--- src/hw/cache_pkg.sv ---
// Shared definitions for the direct-mapped write-through cache
// Address split, processor port and memory port types

package cache_pkg;

  // **************************************************
  // Widths and sizes
  // **************************************************
  localparam int ADDR_W     = 32;
  localparam int WORD_W     = 32;
  localparam int LINE_WORDS = 8;
  localparam int NUM_LINES  = 64;
  localparam int BYTE_W     = 2;                              // Byte select bits in a word
  localparam int OFFSET_W   = $clog2(LINE_WORDS);
  localparam int INDEX_W    = $clog2(NUM_LINES);
  localparam int TAG_W      = ADDR_W - INDEX_W - OFFSET_W - BYTE_W;

  // **************************************************
  // Address, seen as one word or as its fields
  // **************************************************
  typedef struct packed {
    logic [TAG_W-1:0]    tag;
    logic [INDEX_W-1:0]  index;
    logic [OFFSET_W-1:0] offset;                              // Word within the line
    logic [BYTE_W-1:0]   byte_off;
  } cache_addr_fields_t;

  typedef union packed {
    logic [ADDR_W-1:0]  raw;
    cache_addr_fields_t fields;
  } cache_addr_u;

  // **************************************************
  // Port bundles
  // **************************************************
  typedef struct packed {
    logic              valid;
    logic              write;
    cache_addr_u       addr;
    logic [WORD_W-1:0] wdata;
  } cpu_req_t;

  typedef struct packed {
    logic              valid;
    logic              hit;
    logic [WORD_W-1:0] rdata;
  } cpu_rsp_t;

  typedef struct packed {
    logic              valid;
    logic              write;
    logic [ADDR_W-1:0] addr;                                  // Line aligned for reads
    logic [WORD_W-1:0] wdata;
  } mem_req_t;

  typedef struct packed {
    logic              valid;
    logic [WORD_W-1:0] data;                                  // One refill beat
  } mem_rsp_t;

endpackage

--- src/hw/refill_beat_counter.sv ---
// Refill beat counter
// Gives the line slot of each incoming beat and flags the final one

`timescale 1ns/1ps

module refill_beat_counter import cache_pkg::*; (
  input  logic                clk,
  input  logic                rst,
  input  logic                count_clear,
  input  logic                beat_valid,
  output logic [OFFSET_W-1:0] beat_slot,
  output logic                last_beat
);

  logic [OFFSET_W-1:0] count;

  // **************************************************
  // Beat count
  // **************************************************
  always_ff @(posedge clk) begin
    if (rst) begin
      count <= '0;
    end else if (count_clear) begin
      count <= '0;                                            // Restart before each refill
    end else if (beat_valid) begin
      count <= count + 1'b1;                                  // Wraps after the last slot
    end
  end

  // Beats arrive in offset order, so the count is the slot
  assign beat_slot = count;
  assign last_beat = (count == OFFSET_W'(LINE_WORDS - 1));

endmodule

--- config.mk ---
export PLATFORM = sky130hd
export DESIGN_NAME = refill_beat_counter
export DESIGN_NICKNAME = d
export VERILOG_FILES = /design/src/hw/cache_pkg.sv /design/src/hw/refill_beat_counter.sv
export SDC_FILE = /design/constraint.sdc
export NUM_CORES = 1
export LEC_CHECK = 0
export BUFFER_PORTS_ARGS = -buffer_cell sky130_fd_sc_hd__clkbuf_2
export CELL_PAD_IN_SITES_DETAIL_PLACEMENT = 1
export CELL_PAD_IN_SITES_GLOBAL_PLACEMENT = 2
export CORE_AREA = 4 4 41 43
export CTS_CLUSTER_DIAMETER = 100
export CTS_CLUSTER_SIZE = 8
export DETAILED_ROUTE_END_ITERATION = 10
export DIE_AREA = 0 0 45 47
export PLACE_DENSITY = 0.47
export SYNTH_ARGS = -nofsm -noshare
export SYNTH_HDL_FRONTEND = slang
export SYNTH_SLANG_ARGS = --single-unit
--- constraint.sdc ---
create_clock -name clk -period 1.18 [get_ports clk]
set_input_delay 0.236 -clock clk [delete_from_list [all_inputs] [get_ports clk]]
set_output_delay 0.236 -clock clk [all_outputs]
set_load 0.03 [all_outputs]
== Word-level counts from Yosys, hierarchy flattened ==
Index checks and enable logic that the tools add are counted.
Word-level totals
  bits of input ports: 4
  word-level logic and storage cells: 4
  flip-flop bits (word level): 3
Cells by class
  equal/unequal tests: 1
  reductions and logical operators: 1
  $add $sub $neg: 1
Operators by type and width (count)
  adder 3 x 1 -> 3 bit (second input constant): 1
  equality test 3 bit (second input constant): 1
  OR reduction 2 bit: 1

== Longest topological paths before layout ==
  depth after elaboration: 1
  gate-level depth with buffers: 4

== Worst setup path after synthesis ==
No wires, ideal clock.
  path type: flip-flop to output port
  start point: register count[0] (netlist: beat_slot[0])
  end point: output port last_beat
  path slack: -91 ps
  arrival: 1035 ps
  cell stages (with the launch flop): 3
  buffers on the path: 0
  data required time: 944 ps
  cells stage by stage: dfxtp_1 -> ha_1 -> ha_1
Between the ends
  longest elaborated chain between the ends: 1
RTL lines
  start, declared: RTL line refill_beat_counter.sv:15  | logic [OFFSET_W-1:0] count;
  start signal, assigned: RTL line refill_beat_counter.sv:26  | count <= count + 1'b1;
  equality test 3 bit: RTL line refill_beat_counter.sv:32  | assign last_beat = (count == OFFSET_W'(LINE_WORDS - 1));
  end, declared: RTL line refill_beat_counter.sv:12  | output logic last_beat
Every way passes these cells.

== Worst setup path in the final report ==
  start point: register count[1] (netlist: beat_slot[1])
  end point: output port last_beat
Same word-level chain as after synthesis.

==> metrics.md <==
| Metric | Value |
|---|---|
| Int Power | `roughly 0.25 mW` |
| Max H-tree Level | `1` |
| CP Depth | `3` |
| Logic pwr share | `0.098` |
| Startpoint types | `register` |
| Worst Tran Pin Value | `roughly 0.15 ns` |
| Initial antenna violation count | `0` |
| Post-Syn Area per Cell | `roughly 12 um^2` |
| Top post-synthesis cells by area | `dfxtp_1, ha_1, mux2i_1, nor3_1, nor3_2` |
| Clock Tree Root | `clkbuf_4` |
| Required @ worst endpoint | `~0.94 ns` |
| Input/output buffers | `7` |
| Final instance area | `roughly 270 um^2` |
| Synthesized area | `about 130 um^2` |
| Clock-pin slew on the worst setup and hold paths | `0.04 ns` |
| RR Endpoint | `beat_slot[2]$_SDFFE_PP0P_` |
| PwrDens | `1178 nW/um^2` |
| Io pins | `8` |
| Worst path cell trace | `ha_4, ha_4, buf_8` |
| DRC viols | `0` |
| Period utilization | `1.037` |
| Commonest non-fill, non-tap cell in the layout | `clkbuf_2` |
| Worst Path Max Fanout | `2` |
| Peak VDD IR | `0.0005343 V` |
| Post-synthesis register bit count | `3` |
| Vias in the first global route | `approximately 160` |
| Synth Area in XOR/XNOR | `0.06542` |
| Simple-gate share of the synthesized area | `0.1495` |
| Clock Path Buffers | `2` |
| Hold endpoint | `beat_slot[0]$_SDFFE_PP0P_` |
| Status | `finished with violations` |
| CP peak stage delay | `between 0.3 and 0.4 ns` |
| GRT overflow | `0` |
| R2R cell count | `4` |
| Synth-to-layout area growth | `99.07%` |
| # diodes | `0` |
| Core footprint | `about 1300 um^2` |
| Max capacitance violation total | `0` |
| Largest net degree at the start of global routing | `4` |
| Die width | `about 45 um` |
| Post-synthesis compound-gate area fraction | `0` |
| Max-slew violations | `0` |
| CP top delay family | `flip-flops` |
| Final ANT Viol Nets | `0` |
| Die height | `47 um` |
| Cts hold-fix bufs | `0` |
| Tot GR Track Use | `0.03864` |
| Mux contribution to synthesized area | `0.1495` |
| Max FFs per register | `3` |
| Slew headroom | `0.8991` |
| Netlist cell types | `6` |
| # fillers | `162` |
| Hold crit path type | `input pin to register` |
| First-pass GRT wire length | `roughly 580 um` |
| Final nets | `31` |
| RSZ-0062 raised after global routing | `true` |
| Clk sinks | `3` |
| Footprint of the multi-input gates | `slightly below 100 um^2` |
| Synth top area share | `0.4486` |
| Final hold violation count | `0` |
| Adder-cell share of the synthesized area | `0.1869` |
| Die Area | `roughly 2100 um^2` |
| Critical Path AT | `0.99 ns` |
| Fin cells | `39` |
| Cell mode on critical path | `ha_4` |
| Power Total | `around 0.31 mW` |
| Psw | `roughly 0.068 mW` |
| Total wire length | `340 um` |
| Worst-path cell with the longest stage delay | `dfxtp_2` |
| Synthesized Nets | `17` |
| Reg2reg start | `beat_slot[1]$_SDFFE_PP0P_` |
| Most frequent cells in the layout | `clkbuf_2, clkbuf_4` |
| R2R setup slack | `0.20 ns` |
| CTS buffer count | `3` |
| Share of layout cells above drive strength 1 | `0.7083` |
| Utilization after layout | `0.2048` |
| Tmin final | `~1.2 ns` |
| Cell Area, Placed | `between 150 and 200 um^2` |
| Failing checks | `setup timing` |
| Cell taking the most area after synthesis | `dfxtp_1` |
| Sequential cell area | `~63 um^2` |
| Num rows | `13` |
| Wirelength per Cell | `around 8.7 um` |
| GPL Wtd Cong | `slightly above 0.6` |
| Number of setup violations in the final report | `1` |
| Crit Path Class | `register to output port` |
| Sw frac | `0.2169` |
| Setup ws final | `-0.04354 ns` |
| DRT Pass-1 Iters | `2` |
| Number of synthesis warnings | `0` |
| Hold path depth | `2` |
| Crit path from | `beat_slot[1]$_SDFFE_PP0P_` |
| Initial Utilization | `0.1029` |
| Crit end category | `output port` |
| CTS tree | `yes` |
| Via density | `approximately 3.3` |
| Cells after Synth | `11` |
| Worst Hold Launch | `rst` |
| Main combinational cell family by area after synthesis | `adder cells` |
| Clk_lat worst skew | `between 0.2 and 0.25 ns` |
| DR vias | `130` |
| Cell count after placement | `33` |
| Clk pwr share | `0.559` |
| Max Clk Rate | `roughly 820 MHz` |
| Starting DRT DRC Count | `1` |
| P_leak | `approximately 0.12 nW` |
| WP buf/inv | `1` |
| Seq/Total Area, Yosys | `0.4486` |
| Clock Skew | `about 0.0021 ns` |
| Part of the power in registers | `0.342` |
[metal layers]
| metal | share of wire | GRT usage |
|---|---|---|
| met3 | 0.082 | 0.02299 |
| met5 | 0 | 0 |
| met1 | 0.50 | 0.04751 |
| met2 | 0.42 | 0.05367 |
| met4 | 0 | 0.01754 |
[kinds of logic (layout without fill, tap and decap cells)]
kind of cell / Yosys count / count (layout)
flops: 3 / 3
simple gates: 3 / 3
fa+ha+maj: 2 / 2
xor+xnor: 1 / 1
mux: 2 / 2
buf+inv: 0 / 13
[how the worst max path moves through the flow]
stage	endpoint	slack, ns
6_report	last_beat	-0.04
3_3_place_gp	last_beat	0.09
3_5_place_dp	last_beat	0.08
5_1_grt	last_beat	-0.08
2_1_floorplan	beat_slot[2]$_SDFFE_PP0P_	0.05
4_1_cts	last_beat	-0.07
[worst register-to-register path, delay by kind of cell (launching register included)]
kind,cells,cell delay [ns]
adder cells (fa/ha/maj),2,0.41
multiplexers,1,0.06
flip-flops,1,0.33
AND/OR/NAND/NOR,1,0.11
[Yosys cell counts (all sizes together)]
library cell and number:
xnor2 1, ha 2, mux2i 2, dfxtp 3, nor3 3
[power by group through the flow]
stage	Combinational, mW	Clock, mW	Sequential, mW
final	0.0309	0.176	0.107
after global routing	0.0336	0.197	0.108
after global placement	0.0255	0	0.109
after detailed placement	0.0259	0	0.109
after floorplan	0.00841	0	0.113
after CTS	0.0313	0.184	0.107
[area by class of cell]
class,count,share of cell area
multi-input combinational,8,0.3709
clock buffer,4,0.09859
sequential,3,0.2347
tap,15,0.07042
timing repair buffer,9,0.2254
[through the flow]
stage          TNS (ns)  worst slack [ns]  hold WS [ns]
2_1_floorplan         0           0.04881        0.2976
3_3_place_gp          0           0.09453        0.4350
3_5_place_dp          0           0.08374        0.4387
4_1_cts        -0.07277          -0.07277        0.1958
5_1_grt        -0.07576          -0.07576        0.2013
6_report       -0.04354          -0.04354        0.2025
[timing repair]
action	in CTS	in global routing
setup buffers	2	0
setup endpoints to repair	1	1
gates resized for setup	5	1
pin swaps	1	0
(Power assumes the default switching activity.)
