`config.mk`:
```
export PLATFORM = sky130hd
export DESIGN_NAME = cache_ctrl_fsm
export DESIGN_NICKNAME = d
export VERILOG_FILES = /design/src/hw/cache_pkg.sv /design/src/hw/cache_ctrl_fsm.sv
export SDC_FILE = /design/constraint.sdc
export NUM_CORES = 1
export LEC_CHECK = 0
export ABC_AREA = 1
export ABC_CLOCK_PERIOD_IN_PS = 6700
export BUFFER_PORTS_ARGS = -buffer_cell sky130_fd_sc_hd__buf_4
export CAP_MARGIN = 20
export CORE_MARGIN = 2
export CORE_UTILIZATION = 28
export CTS_CLUSTER_DIAMETER = 120
export CTS_CLUSTER_SIZE = 24
export DETAILED_ROUTE_END_ITERATION = 6
export PLACE_DENSITY_LB_ADDON = 0.08
export REMOVE_ABC_BUFFERS = 1
export SYNTH_ARGS = -nofsm -noshare
export SYNTH_HDL_FRONTEND = slang
export SYNTH_SLANG_ARGS = --single-unit
```
`constraint.sdc`:
```
create_clock -name clk -period 6.7 [get_ports clk]
set_input_delay 0.335 -clock clk [delete_from_list [all_inputs] [get_ports clk]]
set_output_delay 0.335 -clock clk [all_outputs]
set_load 0.02 [all_outputs]
```
`src/hw/cache_pkg.sv`:
```
// Shared definitions for the direct-mapped write-through cache
// Address split, processor port and memory port types

package cache_pkg;

  // **************************************************
  // Widths and sizes
  // **************************************************
  localparam int ADDR_W     = 32;
  localparam int WORD_W     = 32;
  localparam int LINE_WORDS = 8;
  localparam int NUM_LINES  = 64;
  localparam int BYTE_W     = 2;                              // Byte select bits in a word
  localparam int OFFSET_W   = $clog2(LINE_WORDS);
  localparam int INDEX_W    = $clog2(NUM_LINES);
  localparam int TAG_W      = ADDR_W - INDEX_W - OFFSET_W - BYTE_W;

  // **************************************************
  // Address, seen as one word or as its fields
  // **************************************************
  typedef struct packed {
    logic [TAG_W-1:0]    tag;
    logic [INDEX_W-1:0]  index;
    logic [OFFSET_W-1:0] offset;                              // Word within the line
    logic [BYTE_W-1:0]   byte_off;
  } cache_addr_fields_t;

  typedef union packed {
    logic [ADDR_W-1:0]  raw;
    cache_addr_fields_t fields;
  } cache_addr_u;

  // **************************************************
  // Port bundles
  // **************************************************
  typedef struct packed {
    logic              valid;
    logic              write;
    cache_addr_u       addr;
    logic [WORD_W-1:0] wdata;
  } cpu_req_t;

  typedef struct packed {
    logic              valid;
    logic              hit;
    logic [WORD_W-1:0] rdata;
  } cpu_rsp_t;

  typedef struct packed {
    logic              valid;
    logic              write;
    logic [ADDR_W-1:0] addr;                                  // Line aligned for reads
    logic [WORD_W-1:0] wdata;
  } mem_req_t;

  typedef struct packed {
    logic              valid;
    logic [WORD_W-1:0] data;                                  // One refill beat
  } mem_rsp_t;

endpackage

```
`src/hw/cache_ctrl_fsm.sv`:
```
// Cache controller FSM
// Sequences lookup, write-through, refill and the processor response

`timescale 1ns/1ps

module cache_ctrl_fsm import cache_pkg::*; (
  input  logic        clk,
  input  logic        rst,
  input  cpu_req_t    cpu_req,
  input  logic        hit,
  input  logic        credit_avail,
  input  logic        last_beat,
  input  logic        beat_valid,
  output logic        cpu_ready,
  output logic        cpu_rsp_valid,
  output logic        rsp_hit,
  output mem_req_t    mem_req,
  output logic        credit_take,
  output cache_addr_u lookup_addr,
  output logic        word_write,
  output logic        line_fill,
  output logic        count_clear
);

  typedef enum logic [2:0] {
    IDLE,
    LOOKUP,
    WRITE_THRU,
    REFILL_REQ,
    REFILL_WAIT,
    RESPOND
  } state_t;

  state_t      state;
  state_t      state_next;
  cpu_req_t    req_q;                                         // Request being served
  logic        hit_q;
  logic        rsp_valid_q;
  cache_addr_u mem_addr;
  logic        send_req;

  // **************************************************
  // Next state
  // **************************************************
  always_comb begin
    state_next = state;
    case (state)
      IDLE:        if (cpu_req.valid) state_next = LOOKUP;
      LOOKUP: begin
        if (req_q.write) state_next = WRITE_THRU;              // Writes always go to memory
        else if (hit) state_next = RESPOND;
        else state_next = REFILL_REQ;
      end
      WRITE_THRU:  if (credit_avail) state_next = IDLE;
      REFILL_REQ:  if (credit_avail) state_next = REFILL_WAIT;
      REFILL_WAIT: if (beat_valid && last_beat) state_next = RESPOND;
      RESPOND:     state_next = IDLE;
      default:     state_next = IDLE;
    endcase
  end

  always_ff @(posedge clk) begin
    if (rst) begin
      state       <= IDLE;
      hit_q       <= 1'b0;
      rsp_valid_q <= 1'b0;
    end else begin
      state       <= state_next;
      rsp_valid_q <= (state == RESPOND) || (state == WRITE_THRU && credit_avail);
      if (state == LOOKUP) hit_q <= hit;
    end
  end

  // Request payload is captured only when a new request is taken
  always_ff @(posedge clk) begin
    if (cpu_ready && cpu_req.valid) req_q <= cpu_req;
  end

  // **************************************************
  // Memory request
  // **************************************************
  always_comb begin
    mem_addr                 = req_q.addr;
    mem_addr.fields.byte_off = '0;
    if (!req_q.write) mem_addr.fields.offset = '0;            // Refill fetches the whole line
  end

  assign send_req = (state == WRITE_THRU || state == REFILL_REQ) && credit_avail;

  assign mem_req.valid = send_req;
  assign mem_req.write = req_q.write;
  assign mem_req.addr  = mem_addr.raw;
  assign mem_req.wdata = req_q.wdata;
  assign credit_take   = send_req;

  // Store and counter controls
  assign cpu_ready     = (state == IDLE);
  assign cpu_rsp_valid = rsp_valid_q;
  assign rsp_hit       = hit_q;
  assign lookup_addr   = req_q.addr;
  assign word_write    = (state == LOOKUP) && req_q.write && hit;
  assign line_fill     = (state == REFILL_WAIT);
  assign count_clear   = (state == REFILL_REQ);

endmodule

```
# Word level (Yosys, flattened, before mapping)
# Index checks and enable logic that the tools add are counted.
# word_totals
out_inout_bits	105
word_cells	33
inputBits	72
ff_bits	70
# classes
reduce_logical	10
muxes	8
n_eq_ne	9
# op_table
op	count
$mux 3	7
$pmux 3 s5	1
$eq 3x2->1 const B	2
$eq 3x3->1 const B	2
$logic_and 1x1->1	6
$ne 2x2->1 const B	3
$reduce_and 4->1	1
$eq 3x1->1 const B	1
$logic_not 3->1	1
$logic_or 1x1->1	2
$ne 2x1->1 const B	1

# Logic depth before layout (Yosys ltp)
# logic_depth
depth_word	3
depth_mapped	8

# Least setup slack after synthesis
# Ideal clock, no wire load.
# synth_path
path_type	register -> register
from	register state[0]
to	register req_q (netlist bit lookup_addr[0]) (enable)
synth_period_minus_slack_ns	5.565
arrival_ns	4.997
setup_time_ns	0.568
slack_ns	1.135
t_required_ns	6.132
path_buffers	0
path_stages_with_launch	4
path_cell_list	dfxtp_1 -> nor2_2 -> inv_2 -> nor3_1
# synth_via
elab_chain_cells	2
# synth_lines
item	line_no	text
from (decl)	cache_ctrl_fsm.sv:34	state_t state;
from (signal assigned)	cache_ctrl_fsm.sv:68	state <= state_next;
$logic_not 3->1	cache_ctrl_fsm.sv:97	assign cpu_ready = (state == IDLE);
$logic_and 1x1->1	cache_ctrl_fsm.sv:76	if (cpu_ready && cpu_req.valid) req_q <= cpu_req;
to (signal assigned)	cache_ctrl_fsm.sv:76	
to (decl)	cache_ctrl_fsm.sv:36	cpu_req_t req_q;
# No other way between the ends.
# A chain may end at the register's enable or synchronous reset.

# Final worst setup path
# layout_path
from	register state[0]
to	register req_q (netlist bit mem_req[28]) (enable)
# Same word-level chain as after synthesis.

==> metrics.csv <==
stage;metric;value;unit
timing;Final Skew;0.00774;ns
clock_tree;post-CTS setup buffer count;0;
grt;vias in the first global route;1680;
critical_path;CP Launch Type;flip-flop;
timing;post-route setup TNS;0;ns
logic_synthesis;register bit total from synthesis;70;
flow_run;Max Cap Violations;0;
grt;global-route wire length before repair;8510;microns
hold_path;hold depth;1;
route;Pre-antenna DRT Iters;4;
critical_path;number of cells on the worst reg-to-reg path;4;
timing;crit path time final;1.84;ns
critical_path;crit path kind;reg -> reg;
route;Post-Route WL;5800;microns
layout;fin nets;387;
pwr;peak supply drop;0.000155;V
grt;largest net degree at the start of global routing;66;
hold_path;Hold Path Origin;cpu_req[29];
floorplan;row cnt;34;
grt;GRT Overall Usage;0.116;
logic_synthesis;Simple-Gate Fraction of Synth Area;0.0658;
timing;max-slew violations;0;
layout;P&R area growth vs syn;56.5;%
floorplan;height of the die;99.4;microns
pwr;Design Power;1.65;mW
logic_synthesis;Ys Warns;0;
clock_tree;cts bufs inserted;9;
logic_synthesis;Post-Synth XOR/XNOR Area;0;
placement;number of port buffers;174;
logic_synthesis;Synth Area in Compound Gates;0.0162;
logic_synthesis;adder-cell share of the synthesized area;0;
hold_path;worst hold path type;in -> reg;
route;post-DR wirelength/cell;13.5;microns
placement;Final GP Congestion;0.714;
clock_tree;clock tree buffer depth;2;
clock_tree;cts repair resizes;0;
timing;RSZ-0062 raised after global routing;false;
clock_tree;Reg clk slew, reported paths;0.08;ns
layout;area of all placed cells without fillers;0.00398;sq mm
pwr;Pwr per Cell Area;415;mW/mm^2
grt;GRT overflow;0;
clock_tree;hold_buf cts;0;
timing;Slew @ Worst Pin;0.836;ns
placement;Placed Cells incl. Taps;412;
timing;Achievable Freq;544;MHz
timing;Final setup viols;0;
clock_tree;CTS root buffer;clkbuf_8;
route;vias per inst;3.91;
critical_path;CP max FO;65;
route;Residual DRC;0;
critical_path;Worst R2R End;mem_req[28];
logic_synthesis;Post-Syn Area;0.00255;sq mm
grt;initial antenna violation count;0;
critical_path;Worst setup startpoint;state[0];
logic_synthesis;synth unique cells;17;
critical_path;reg-to-reg setup timing slack;4.86;ns
logic_synthesis;register area share after synthesis;0.806;
route;Vias;1673;
pwr;Leakage Power;1.78;nW
logic_synthesis;Post-Syn Instances;159;
critical_path;Arr. time, crit path;1.80;ns
logic_synthesis;largest cells by area after synthesis;edfxtp_1, buf_4, dfxtp_1, nand2_1, inv_1;
logic_synthesis;post-synthesis mux area share;0;
placement;placed cell area;0.00377;sq mm
critical_path;CP required;6.66;ns
critical_path;reg2reg start;state[0];
floorplan;die area;0.00987;sq mm
logic_synthesis;largest family of logic cells by synthesized area;buffers and inverters;
floorplan;die width;99.4;microns
route;ANT nets after route;0;
clock_tree;Clock Latency Late Sink;0.34;ns
logic_synthesis;top-area cell type share of the netlist area;0.767;
critical_path;crit end category;flip-flop;
timing;Final period util;0.274;
layout;Inserted Diodes;0;
layout;layout cells sized above 1;0.625;
layout;multi-input logic area;221;sq um
route;Initial DRC Count;37;
floorplan;Initial Util;0.291;
logic_synthesis;largest area contributor in the netlist;edfxtp_1;
placement;HPWL after DPL;4310;microns
hold_path;hold path endpoint;mem_req[29];
status;status;finished clean;
clock_tree;H-tree depth;3;
clock_tree;CTS Sinks;70;
layout;Sequential Area;0.00205;sq mm
floorplan;I/O pin cnt;177;
layout;Layout fillers;806;
timing;Final Hold Violating Endpoints;0;
floorplan;Core Area;0.00876;sq mm
logic_synthesis;Mean Syn Cell Area;16.0;sq um
clock_tree;TritonCTS clock tree;built;
layout;Post-Layout Cell Count;428;
timing;Worst slew margin;0.443;
-- area by class of cell --
class	instances	area share
clock buffers	9	0.0311
clock inverters	7	0.0223
inverters	13	0.0122
multi-input cells	46	0.0556
flip-flops and latches	70	0.515
well taps	108	0.0339
repair buffers	175	0.330
-- worst max-delay path: stages, from the launching register on --
cell and delay, ns:
dfxtp_1 0.37, nor2_2 0.21, inv_2 0.07, nor3_2 0.10
buf_4 0.65
-- routing by layer --
layer / track usage / share of wire / vias up
li1: - / - / 823
met1: 0.123 / 0.36 / 755
met2: 0.192 / 0.52 / 91
met3: 0.0576 / 0.11 / 4
met4: 0.0569 / 0.0097 / 0
met5: 0 / 0 / -
-- where the power goes --
part           total (mW)  internal (mW)  switching, mW
registers           0.682          0.625         0.0565
clock network       0.365          0.207          0.158
logic               0.607          0.244          0.363
-- metrics by stage --
stage	util	worst slack [ns]	hold WS, ns
2_1_floorplan	-	1.14	0.404
3_3_place_gp	0.430	4.88	0.469
3_5_place_dp	0.430	4.85	0.472
4_1_cts	0.455	4.82	0.142
5_1_grt	0.455	4.71	0.136
6_report	0.455	4.86	0.166
-- flip-flops by register name, indices dropped and copies added, names as in the netlist --
name           cells
mem_req           33
lookup_addr       32
state              3
cpu_rsp_valid      1
rsp_hit            1
-- placed cells by master, fill, tap and decap left out --
cell type   synthesis  layout
a211oi_1            1       1
a21oi_1             3       3
buf_4              31     175
bufinv_16           0       2
clkbuf_8            0       9
clkinv_1            0       2
clkinv_2            0       1
clkinv_4            0       1
clkinvlp_4          0       1
conb_1              1       2
dfxtp_1             5       5
edfxtp_1           65      65
inv_1              12      12
inv_2               1       1
nand2_1            15      15
nand2_2             3       3
nand3_1             2       2
nor2_1             11      11
nor2_2              4       4
nor2_4              1       1
nor3_2              0       1
o21ai_0             2       2
o21ai_2             1       1
-- cells by family after synthesis --
kind of cell	after synthesis
AOI/OAI and AO/OA	7
other	1
buffers and inverters	44
and+or+nand+nor	37
DFF	70
-- worst max path at each step --
stage	cells after the start	slack, ns	to
2_1_floorplan	3	1.14	lookup_addr[0]
3_3_place_gp	4	4.88	lookup_addr[21]
3_5_place_dp	4	4.85	lookup_addr[16]
4_1_cts	4	4.82	lookup_addr[17]
5_1_grt	4	4.71	mem_req[28]
6_report	4	4.86	mem_req[28]
-- Yosys cell counts, drive strengths merged --
master	instances
buf	31
dfxtp	5
nor2	16
nand2	18
conb	1
nor3	1
nand3	2
edfxtp	65
o21ai	3
a211oi	1
inv	13
a21oi	3
No activity file was read; power rests on OpenSTA's default activity.
