### config.mk
export PLATFORM = sky130hd
export DESIGN_NAME = mem_credit_counter
export DESIGN_NICKNAME = d
export VERILOG_FILES = /design/src/hw/mem_credit_counter.sv
export SDC_FILE = /design/constraint.sdc
export NUM_CORES = 1
export LEC_CHECK = 0
export ABC_AREA = 0
export BUFFER_PORTS_ARGS = -buffer_cell sky130_fd_sc_hd__buf_2
export CAP_MARGIN = 20
export CORE_AREA = 2 2 39 41
export CTS_BUF_LIST = sky130_fd_sc_hd__clkbuf_16
export DETAILED_ROUTE_END_ITERATION = 12
export DIE_AREA = 0 0 41 43
export PLACE_DENSITY = 0.3
export SETUP_SLACK_MARGIN = 0.5
export SYNTH_ARGS = -nofsm -noshare
export SYNTH_HDL_FRONTEND = slang
export SYNTH_SLANG_ARGS = --single-unit
export TNS_END_PERCENT = 30
### constraint.sdc
create_clock -name clk -period 1 [get_ports clk]
set_input_delay 0.15 -clock clk [delete_from_list [all_inputs] [get_ports clk]]
set_output_delay 0.15 -clock clk [all_outputs]
set_load 0.02 [all_outputs]
### src/hw/mem_credit_counter.sv
// Memory request credit counter
// Starts full, spends one per request and regains one per returned credit

`timescale 1ns/1ps

module mem_credit_counter #(
  parameter int MEM_CREDITS = 2
) (
  input  logic clk,
  input  logic rst,
  input  logic credit_take,
  input  logic credit_return,
  output logic credit_avail
);

  localparam int CNT_W = $clog2(MEM_CREDITS + 1);

  logic [CNT_W-1:0] credits;

  always_ff @(posedge clk) begin
    if (rst) begin
      credits <= CNT_W'(MEM_CREDITS);
    end else begin
      case ({credit_take, credit_return})
        2'b10:   credits <= credits - 1'b1;
        2'b01:   credits <= credits + 1'b1;
        default: credits <= credits;                          // Take and return cancel out
      endcase
    end
  end

  assign credit_avail = (credits != '0);

endmodule

[Yosys cells after proc, flatten, opt, wreduce, memory -nomap -nowiden]
Cells that the tools add are included.
Widths: inputs -> output; s select.
Word-level totals
  register bits after elaboration: 2
  input port bits: 4
  output and inout port bits: 1
  logic and storage cells: 8
Cells by class
  $add $sub $neg: 2
  eq/ne operators: 2
  muxes and demuxes: 1
  reduce and logical (&&, ||, !) cells: 2
Operators with widths (number)
  $pmux 2 s2: 1
  $reduce_bool 2->1: 2
  $add 2x1->2 const B: 1
  $eq 2x1->1 const B: 1
  $eq 2x2->1 const B: 1
  $sub 2x1->2 const B: 1

[Depth between registers and ports, before layout]
Gate-level depths: netlist of the first run.
  word-level depth: 2
  depth in mapped cells: 5
  mapped depth without buffers: 5

[Worst setup path before layout of the first run]
OpenSTA, ideal clock, no wires.
  path kind: in2reg
  from: in credit_take
  to: reg credits[1]
  setup time: 0.127 ns
  data arrival time: 0.948 ns
  required time: 0.873 ns
  slack: -0.075 ns
  stages on the path: 4
  path buffers: 0
  cells stage by stage: inv_1 ha_1 o21ai_0 or3b_1
On the way
  cells in the longest elaborated chain, start to end: 2
  elaborated cells between the ends (all ways): 4
  classes of those cells: 2 x eq/ne; 1 x mux; 1 x reduce/logical
RTL lines
  start: declaration: line 11  | input logic credit_take,
  $eq 2x1->1 or $eq 2x2->1 (tied branches): line 24  | case ({credit_take, credit_return})
  $pmux 2 s2 or $reduce_bool 2->1 (tied branches)
  end signal: assignment: line 25  | 2'b10: credits <= credits - 1'b1;
  end signal: assignment: line 26  | 2'b01: credits <= credits + 1'b1;
  end signal: assignment: line 27  | default: credits <= credits;
  end: declaration: line 18  | logic [CNT_W-1:0] credits;
Parallel ways exist; a longest one is shown, timed or not.
A chain may end at the register's enable or synchronous reset.

[Worst setup path after layout of the first run]
  from: reg credits[0]
  to: reg credits[1]
On the way
  cells in the longest elaborated chain, start to end: 2
  elaborated cells between the ends (all ways): 3
  classes of those cells: 2 x add/sub; 1 x mux
RTL lines
  start signal: assignment: line 22  | credits <= CNT_W'(MEM_CREDITS);
  start signal: assignment: line 25
  start signal: assignment: line 26
  $add 2x1->2 or $sub 2x1->2 (tied branches): line 26, 25
  $pmux 2 s2 (*): line 24
Mark *: on every way between the ends. The rest lies on a longest branch, timed or not.

==> results of run 1 <==
[cells in the mapped netlist]
library cell	instances
or2_2	1
nor3_1	1
xor2_1	2
inv_1	1
dfxtp_1	2
nor2_1	1
ha_1	1
o21ai_0	1
or3b_1	1
[per-layer routing]
| layer | vias up | GRT usage (%) | routed length (um) |
|---|---|---|---|
| met5 | - | 0 | 0 |
| met3 | 2 | 3.14 | 20 |
| met4 | 0 | 12.0 | 14 |
| li1 | 55 | - | - |
| met1 | 43 | 2.88 | 87 |
| met2 | 6 | 3.75 | 117 |
[area by class of cell]
class                   instances  area [um2]
clock buffers                   3        75.1
inverters                       1        11.3
fillers                       151        1120
repair buffers                  6        43.8
well taps                      16        20.0
flip-flops and latches          2        41.3
multi-input cells               8        73.8
[final timing paths]
check | endpoint | depth (start not counted) | slack, ns | from
max | credits[1] | 3 | -0.07 | credits[0]
min | credits[0] | 2 | 0.09 | rst
max reg2reg | credits[1] | 3 | -0.07 | credits[0]
min reg2reg | credits[1] | 2 | 0.58 | credits[1]
[metrics by stage]
stage	setup slack, ns	total power, W	hold WS [ns]	instance area (um2)	cells
floorplan	-0.0166	0.000155	0.215	124	11
global placement	-0.205	0.000182	0.320	171	32
detailed placement	-0.198	0.000182	0.317	171	32
CTS	-0.0606	0.000809	0.0855	265	36
global route	-0.0999	0.000826	0.105	265	36
finish	-0.0663	0.000797	0.0903	265	36
[cell usage in the layout (no fill, tap or decap), drive strengths merged]
cell type / instances
buf: 6
clkbuf: 3
dfxtp: 2
ha: 1
inv: 1
nor2: 1
nor3: 1
o21ai: 1
or2: 1
or3b: 1
xor2: 2
[power breakdown]
| part | internal, W | switching, W |
|---|---|---|
| clock | 0.000508 | 0.0000841 |
| sequential | 0.0000948 | 0.00000985 |
| combinational | 0.0000600 | 0.0000398 |
| total | 0.000663 | 0.000134 |
[cell families after synthesis]
family | count (synthesis) | synth area share (%)
compound gates | 1 | 4.87
buf+inv | 1 | 3.66
flops | 2 | 39.0
fa+ha+maj | 1 | 12.2
xor+xnor | 2 | 17.1
simple gates | 4 | 23.2
[repair_timing]
action | 4_1_cts | 5_1_grt
gates resized for setup | 4 | 0
pin swaps | 4 | 4
buffers inserted | 1 | 0
endpoints found under the setup margin | 3 | 3
==> key figures, run 1 <==
Status
  – Status: finished with violations
  – Failing checks: setup timing

Drt
  – Via count: roughly 110
  – Antenna Nets Post-Route: 0
  – Via density: ~3
  – Drt initial violations: 3
  – Drt wl/cell: about 6.6 um
  – First-pass iteration count of the detailed router: 5
  – DR DRC count: 0
  – WL final: roughly 240 um

Power and ir drop
  – PwrDens: about 3000 nW/um2
  – Leak: 0.118 nW
  – Peak supply drop: roughly 620 uV

Floorplanning
  – Std-Cell Rows: 14
  – Chip height: between 40 and 50 um
  – Die area: about 1800 um2
  – DIE WIDTH: just over 40 um
  – Core area: 1380 um2
  – Initial Util: approximately 7.4%
  – Ports: 5

STA
  – Final Critical Period: around 1.1 ns
  – Setup ws final: -0.0663 ns
  – Setup Viol. Count Final: 2
  – Final Hold Fails: 0
  – Tightest Pin Transition: roughly 0.18 ns
  – RSZ-0062 raised after global routing: true
  – Max-slew violations: 0
  – Relative slew slack: roughly nine tenths
  – Final period utilization: 107%
  – Setup Skew: a little over 0.0005 ns
  – Max Freq: 938 MHz
  – Setup TNS: -0.113 ns

Yosys
  – Synth top area cells: dfxtp_1, xor2_1, ha_1, or3b_1, or2_2
  – Cell taking the most area after synthesis: dfxtp_1
  – Synth top area share: between 30% and 40%
  – Synth warn: 0
  – Synthesized flop and latch total: 2
  – Mean Syn Cell Area: roughly 9.3 um2
  – Mapped Area: around 100 um2
  – Seq/Total Area, Yosys: about two fifths
  – Gate Count Post-Synth: 11
  – Distinct cells, synth: 9
  – Syn nets: 16

Layout
  – Largest Register: credits
  – Largest regs: credits x2
  – P&R area growth vs syn: 159%
  – Layout Utilization: 19.2%
  – Share of cells above drive strength 1: roughly two thirds
  – Max reg flops: 2
  – Final #Nets: 27
  – Antenna cells: 0

Worst setup path
  – Setup crit start kind: register
  – Crit path largest cell delay: ~0.35 ns
  – CP delay by family, top: simple AND/OR/NAND/NOR gates
  – CP Data Required Time: between 1 and 1.5 ns
  – Critical path fanouts, max: 3
  – Critical Path Sink Type: register
  – Slowest cell on crit path: or3b_1
  – Crit path cell chain: xor2_1 > o21ai_1 > or3b_1
  – Critical path class: register to register
  – Worst Path Buf+Inv: 0
  – Critical path arrival: between 1 and 1.5 ns

Place
  – Port Buffer Count: 4
  – GPL Wtd Cong: approximately 0.47

Clocking
  – Clock Tree Root: clkbuf_16
  – CTS tree: yes
  – CTS sink cnt: 2
  – CTS Buffer Depth: 2
  – Worst-path clk slew: approximately 0.030 ns
  – Hold Buf Count CTS: 0
  – TritonCTS buffer count: 3
  – CTS H-Tree Depth: 1
  – Worst skew pair latency: about 0.22 ns

GRT
  – Largest net degree at the start of global routing: 4
  – Initial antenna violation count: 0
  – First-pass GRT wire length: roughly 370 um
  – Vias in the first global route: 108
  – Grt ovf: 0
  – Total Routing Usage GR: under 10%

Job
  – Max cap viols: 0

Worst hold path
  – Hold WC Path Type: primary input to register
(Power assumes the default switching activity.)
==> run 2: changes to the inputs <==
--- a/config.mk
+++ b/config.mk
@@ -8,11 +8,14 @@
 export ABC_AREA = 0
 export BUFFER_PORTS_ARGS = -buffer_cell sky130_fd_sc_hd__buf_2
 export CAP_MARGIN = 20
+export CELL_PAD_IN_SITES_DETAIL_PLACEMENT = 1
+export CELL_PAD_IN_SITES_GLOBAL_PLACEMENT = 1
 export CORE_AREA = 2 2 39 41
 export CTS_BUF_LIST = sky130_fd_sc_hd__clkbuf_16
 export DETAILED_ROUTE_END_ITERATION = 12
 export DIE_AREA = 0 0 41 43
-export PLACE_DENSITY = 0.3
+export PLACE_DENSITY = 0.32
+export REMOVE_ABC_BUFFERS = 1
 export SETUP_SLACK_MARGIN = 0.5
 export SYNTH_ARGS = -nofsm -noshare
 export SYNTH_HDL_FRONTEND = slang
==> run 2 against run 1 <==
Against the previous run: the flow still finishes with violations (setup timing); global-route usage up 0.30 points; non-clock buffer count up 1; worst setup slack worse by 0.075 ns; fmax down 6.6%; sequential power about the same; critical path type is now register to output pin; largest cell class unchanged.
==> key figures, run 2 (synthesized netlist as in run 1, its figures left out) <==
Clocking
  – CTS sink cnt: 2 (unchanged)
  – CTS H-Tree Depth: 1 (unchanged)
  – Clock Tree Root: clkbuf_16 (unchanged)
  – Worst skew pair latency: 0.22 ns (about the same)
  – Worst-path clk slew: 0.03 ns (about the same)
  – CTS tree: yes (unchanged)
  – Hold Buf Count CTS: 0 (unchanged)
  – CTS Buffer Depth: 2 (unchanged)
  – TritonCTS buffer count: 3 (unchanged)

Status
  – Failing checks: setup timing (unchanged)
  – Status: finished with violations (unchanged)

Worst setup path
  – Setup crit start kind: register (unchanged)
  – Critical path arrival: 0.99 ns (was 1.16 ns)
  – Critical path class: register to output pin (was register to register)
  – CP Data Required Time: 0.85 ns (was 1.09 ns)
  – Critical path fanouts, max: 2 (was 3)
  – Critical Path Sink Type: output pin (was register)

Layout
  – Highest-count cells in the layout ignoring fill and taps: clkbuf_16, buf_2, xor2_1, buf_6, buf_4 (was clkbuf_16, buf_4, xor2_1, buf_2)
  – Largest regs: credits x2 (unchanged)
  – Max reg flops: 2 (unchanged)
  – Post-route cell area: 254 um2 (was 265 um2)
  – Final #Nets: 28 (was 27)
  – Share of cells above drive strength 1: 57.1% (was 65.0%)
  – Largest Register: credits (unchanged)
  – P&R area growth vs syn: 148% (was 159%)
  – Antenna cells: 0 (unchanged)

STA
  – Final period utilization: 114% (was 107%)
  – Setup Viol. Count Final: 2 (unchanged)
  – Worst hold slack: 0.0972 ns (was 0.0903 ns)
  – Relative slew slack: 87.9% (was 88.0%)
  – Tightest Pin Transition: 0.181 ns (was 0.179 ns)
  – Final Hold Fails: 0 (unchanged)
  – Max-slew violations: 0 (unchanged)
  – Setup TNS: -0.203 ns (was -0.113 ns)
  – Final Critical Period: 1.14 ns (was 1.07 ns)
  – Setup Skew: 0.00156 ns (was 0.000509 ns)
  – Setup ws final: -0.141 ns (was -0.0663 ns)
  – RSZ-0062 raised after global routing: true (unchanged)
  – Max Freq: 876 MHz (was 938 MHz)

Floorplanning
  – Core area: 1380 um2 (unchanged)
  – DIE WIDTH: 41 um (unchanged)
  – Die area: 1760 um2 (unchanged)
  – Std-Cell Rows: 14 (unchanged)
  – Ports: 5 (unchanged)
  – Initial Util: 7.41% (unchanged)
  – Chip height: 43 um (unchanged)

Drt
  – Via count: 106 (unchanged)
  – DR DRC count: 0 (unchanged)
  – Drt initial violations: 0 (was 3)
  – First-pass iteration count of the detailed router: 1 (was 5)
  – Antenna Nets Post-Route: 0 (unchanged)
  – WL final: 244 um (was 239 um)
  – Drt wl/cell: 6.59 um (was 6.64 um)
  – Via density: 2.86 (was 2.94)

Worst hold path
  – Hold WC Path Type: primary input to register (unchanged)

GRT
  – Gr busiest metal: met2 (was met4)
  – First-pass GRT wire length: 503 um (was 372 um)
  – Met1 GRT Util: 4.46% (was 2.88%)
  – Met2 Usage GRT: 6.88% (was 3.75%)
  – Total Routing Usage GR: 4.80% (was 4.51%)
  – Initial antenna violation count: 0 (unchanged)
  – Largest net degree at the start of global routing: 4 (unchanged)
  – Vias in the first global route: 134 (was 108)
  – GR Layer Usage met3: 1.57% (was 3.14%)
  – Grt ovf: 0 (unchanged)

Job
  – Max cap viols: 0 (unchanged)

Power and ir drop
  – Peak supply drop: 681 uV (was 621 uV)
  – PwrDens: 3180 nW/um2 (was 3000 nW/um2)
  – Leak: 0.123 nW (was 0.118 nW)

Place
  – Placed instance area: 158 um2 (was 171 um2)
  – Port Buffer Count: 4 (unchanged)
  – GPL Wtd Cong: 0.593 (was 0.467)
[run 2: changes by cell type in the layout (fill, tap and decap cells not counted)]
cell | before | now
inv_8 | 1 | 0
ha_4 | 1 | 0
buf_4 | 3 | 2
ha_1 | 0 | 1
inv_1 | 0 | 1
buf_6 | 1 | 2
buf_2 | 2 | 3
[run 2: routing by layer]
metal  part of all wire, %  up-vias
met1                    32       45
met3                   3.7        2
li1                      -       56
met5                     0        -
met4                   4.1        0
met2                    59        3
[run 2: critical path: stages, from the launching register on]
cell and delay (ns):
dfxtp_2 0.32, buf_6 0.11, or2_4 0.22, buf_6 0.13
[run 2: cell type report]
class | instances | area, um2
Inverter | 1 | 3.75
Clock buffer | 3 | 75.1
Timing Repair Buffer | 7 | 52.6
Tap cell | 16 | 20.0
Multi-Input combinational cell | 8 | 61.3
Sequential cell | 2 | 41.3
Fill cell | 166 | 1130
[run 2: final timing paths]
check | startpoint | cells past startpoint | endpoint | slack, ns
setup / recovery | credits[0] | 3 | credit_avail | -0.14
hold / removal | rst | 2 | credits[0] | 0.1
setup reg to reg | credits[0] | 3 | credits[1] | -0.06
hold reg to reg | credits[1] | 2 | credits[1] | 0.58
[run 2: repair_timing]
item / CTS / global route
buffers inserted: 1 / 0
pin swaps: 2 / 2
setup endpoints to repair: 3 / 3
cloned: 0 / 0
resized for setup: 6 / 0
[run 2: stage by stage]
stage | utilization (%) | setup slack [ns] | total power (W) | cells
after floorplan | - | -0.0754 | 0.000146 | 11
after global placement | 11.4 | -0.193 | 0.000180 | 33
after detailed placement | 11.4 | -0.220 | 0.000180 | 33
after CTS | 18.4 | -0.150 | 0.000818 | 37
after global routing | 18.4 | -0.161 | 0.000836 | 37
final | 18.4 | -0.141 | 0.000808 | 37
[run 2: report_power, final]
part / total (W) / leakage [nW] / switching, W / internal (W)
registers: 0.000104 / 0.0169 / 0.00000967 / 0.0000948
clock network: 0.000601 / 0.0370 / 0.0000918 / 0.000509
logic: 0.000103 / 0.0686 / 0.0000383 / 0.0000645
total: 0.000808 / 0.123 / 0.000140 / 0.000668
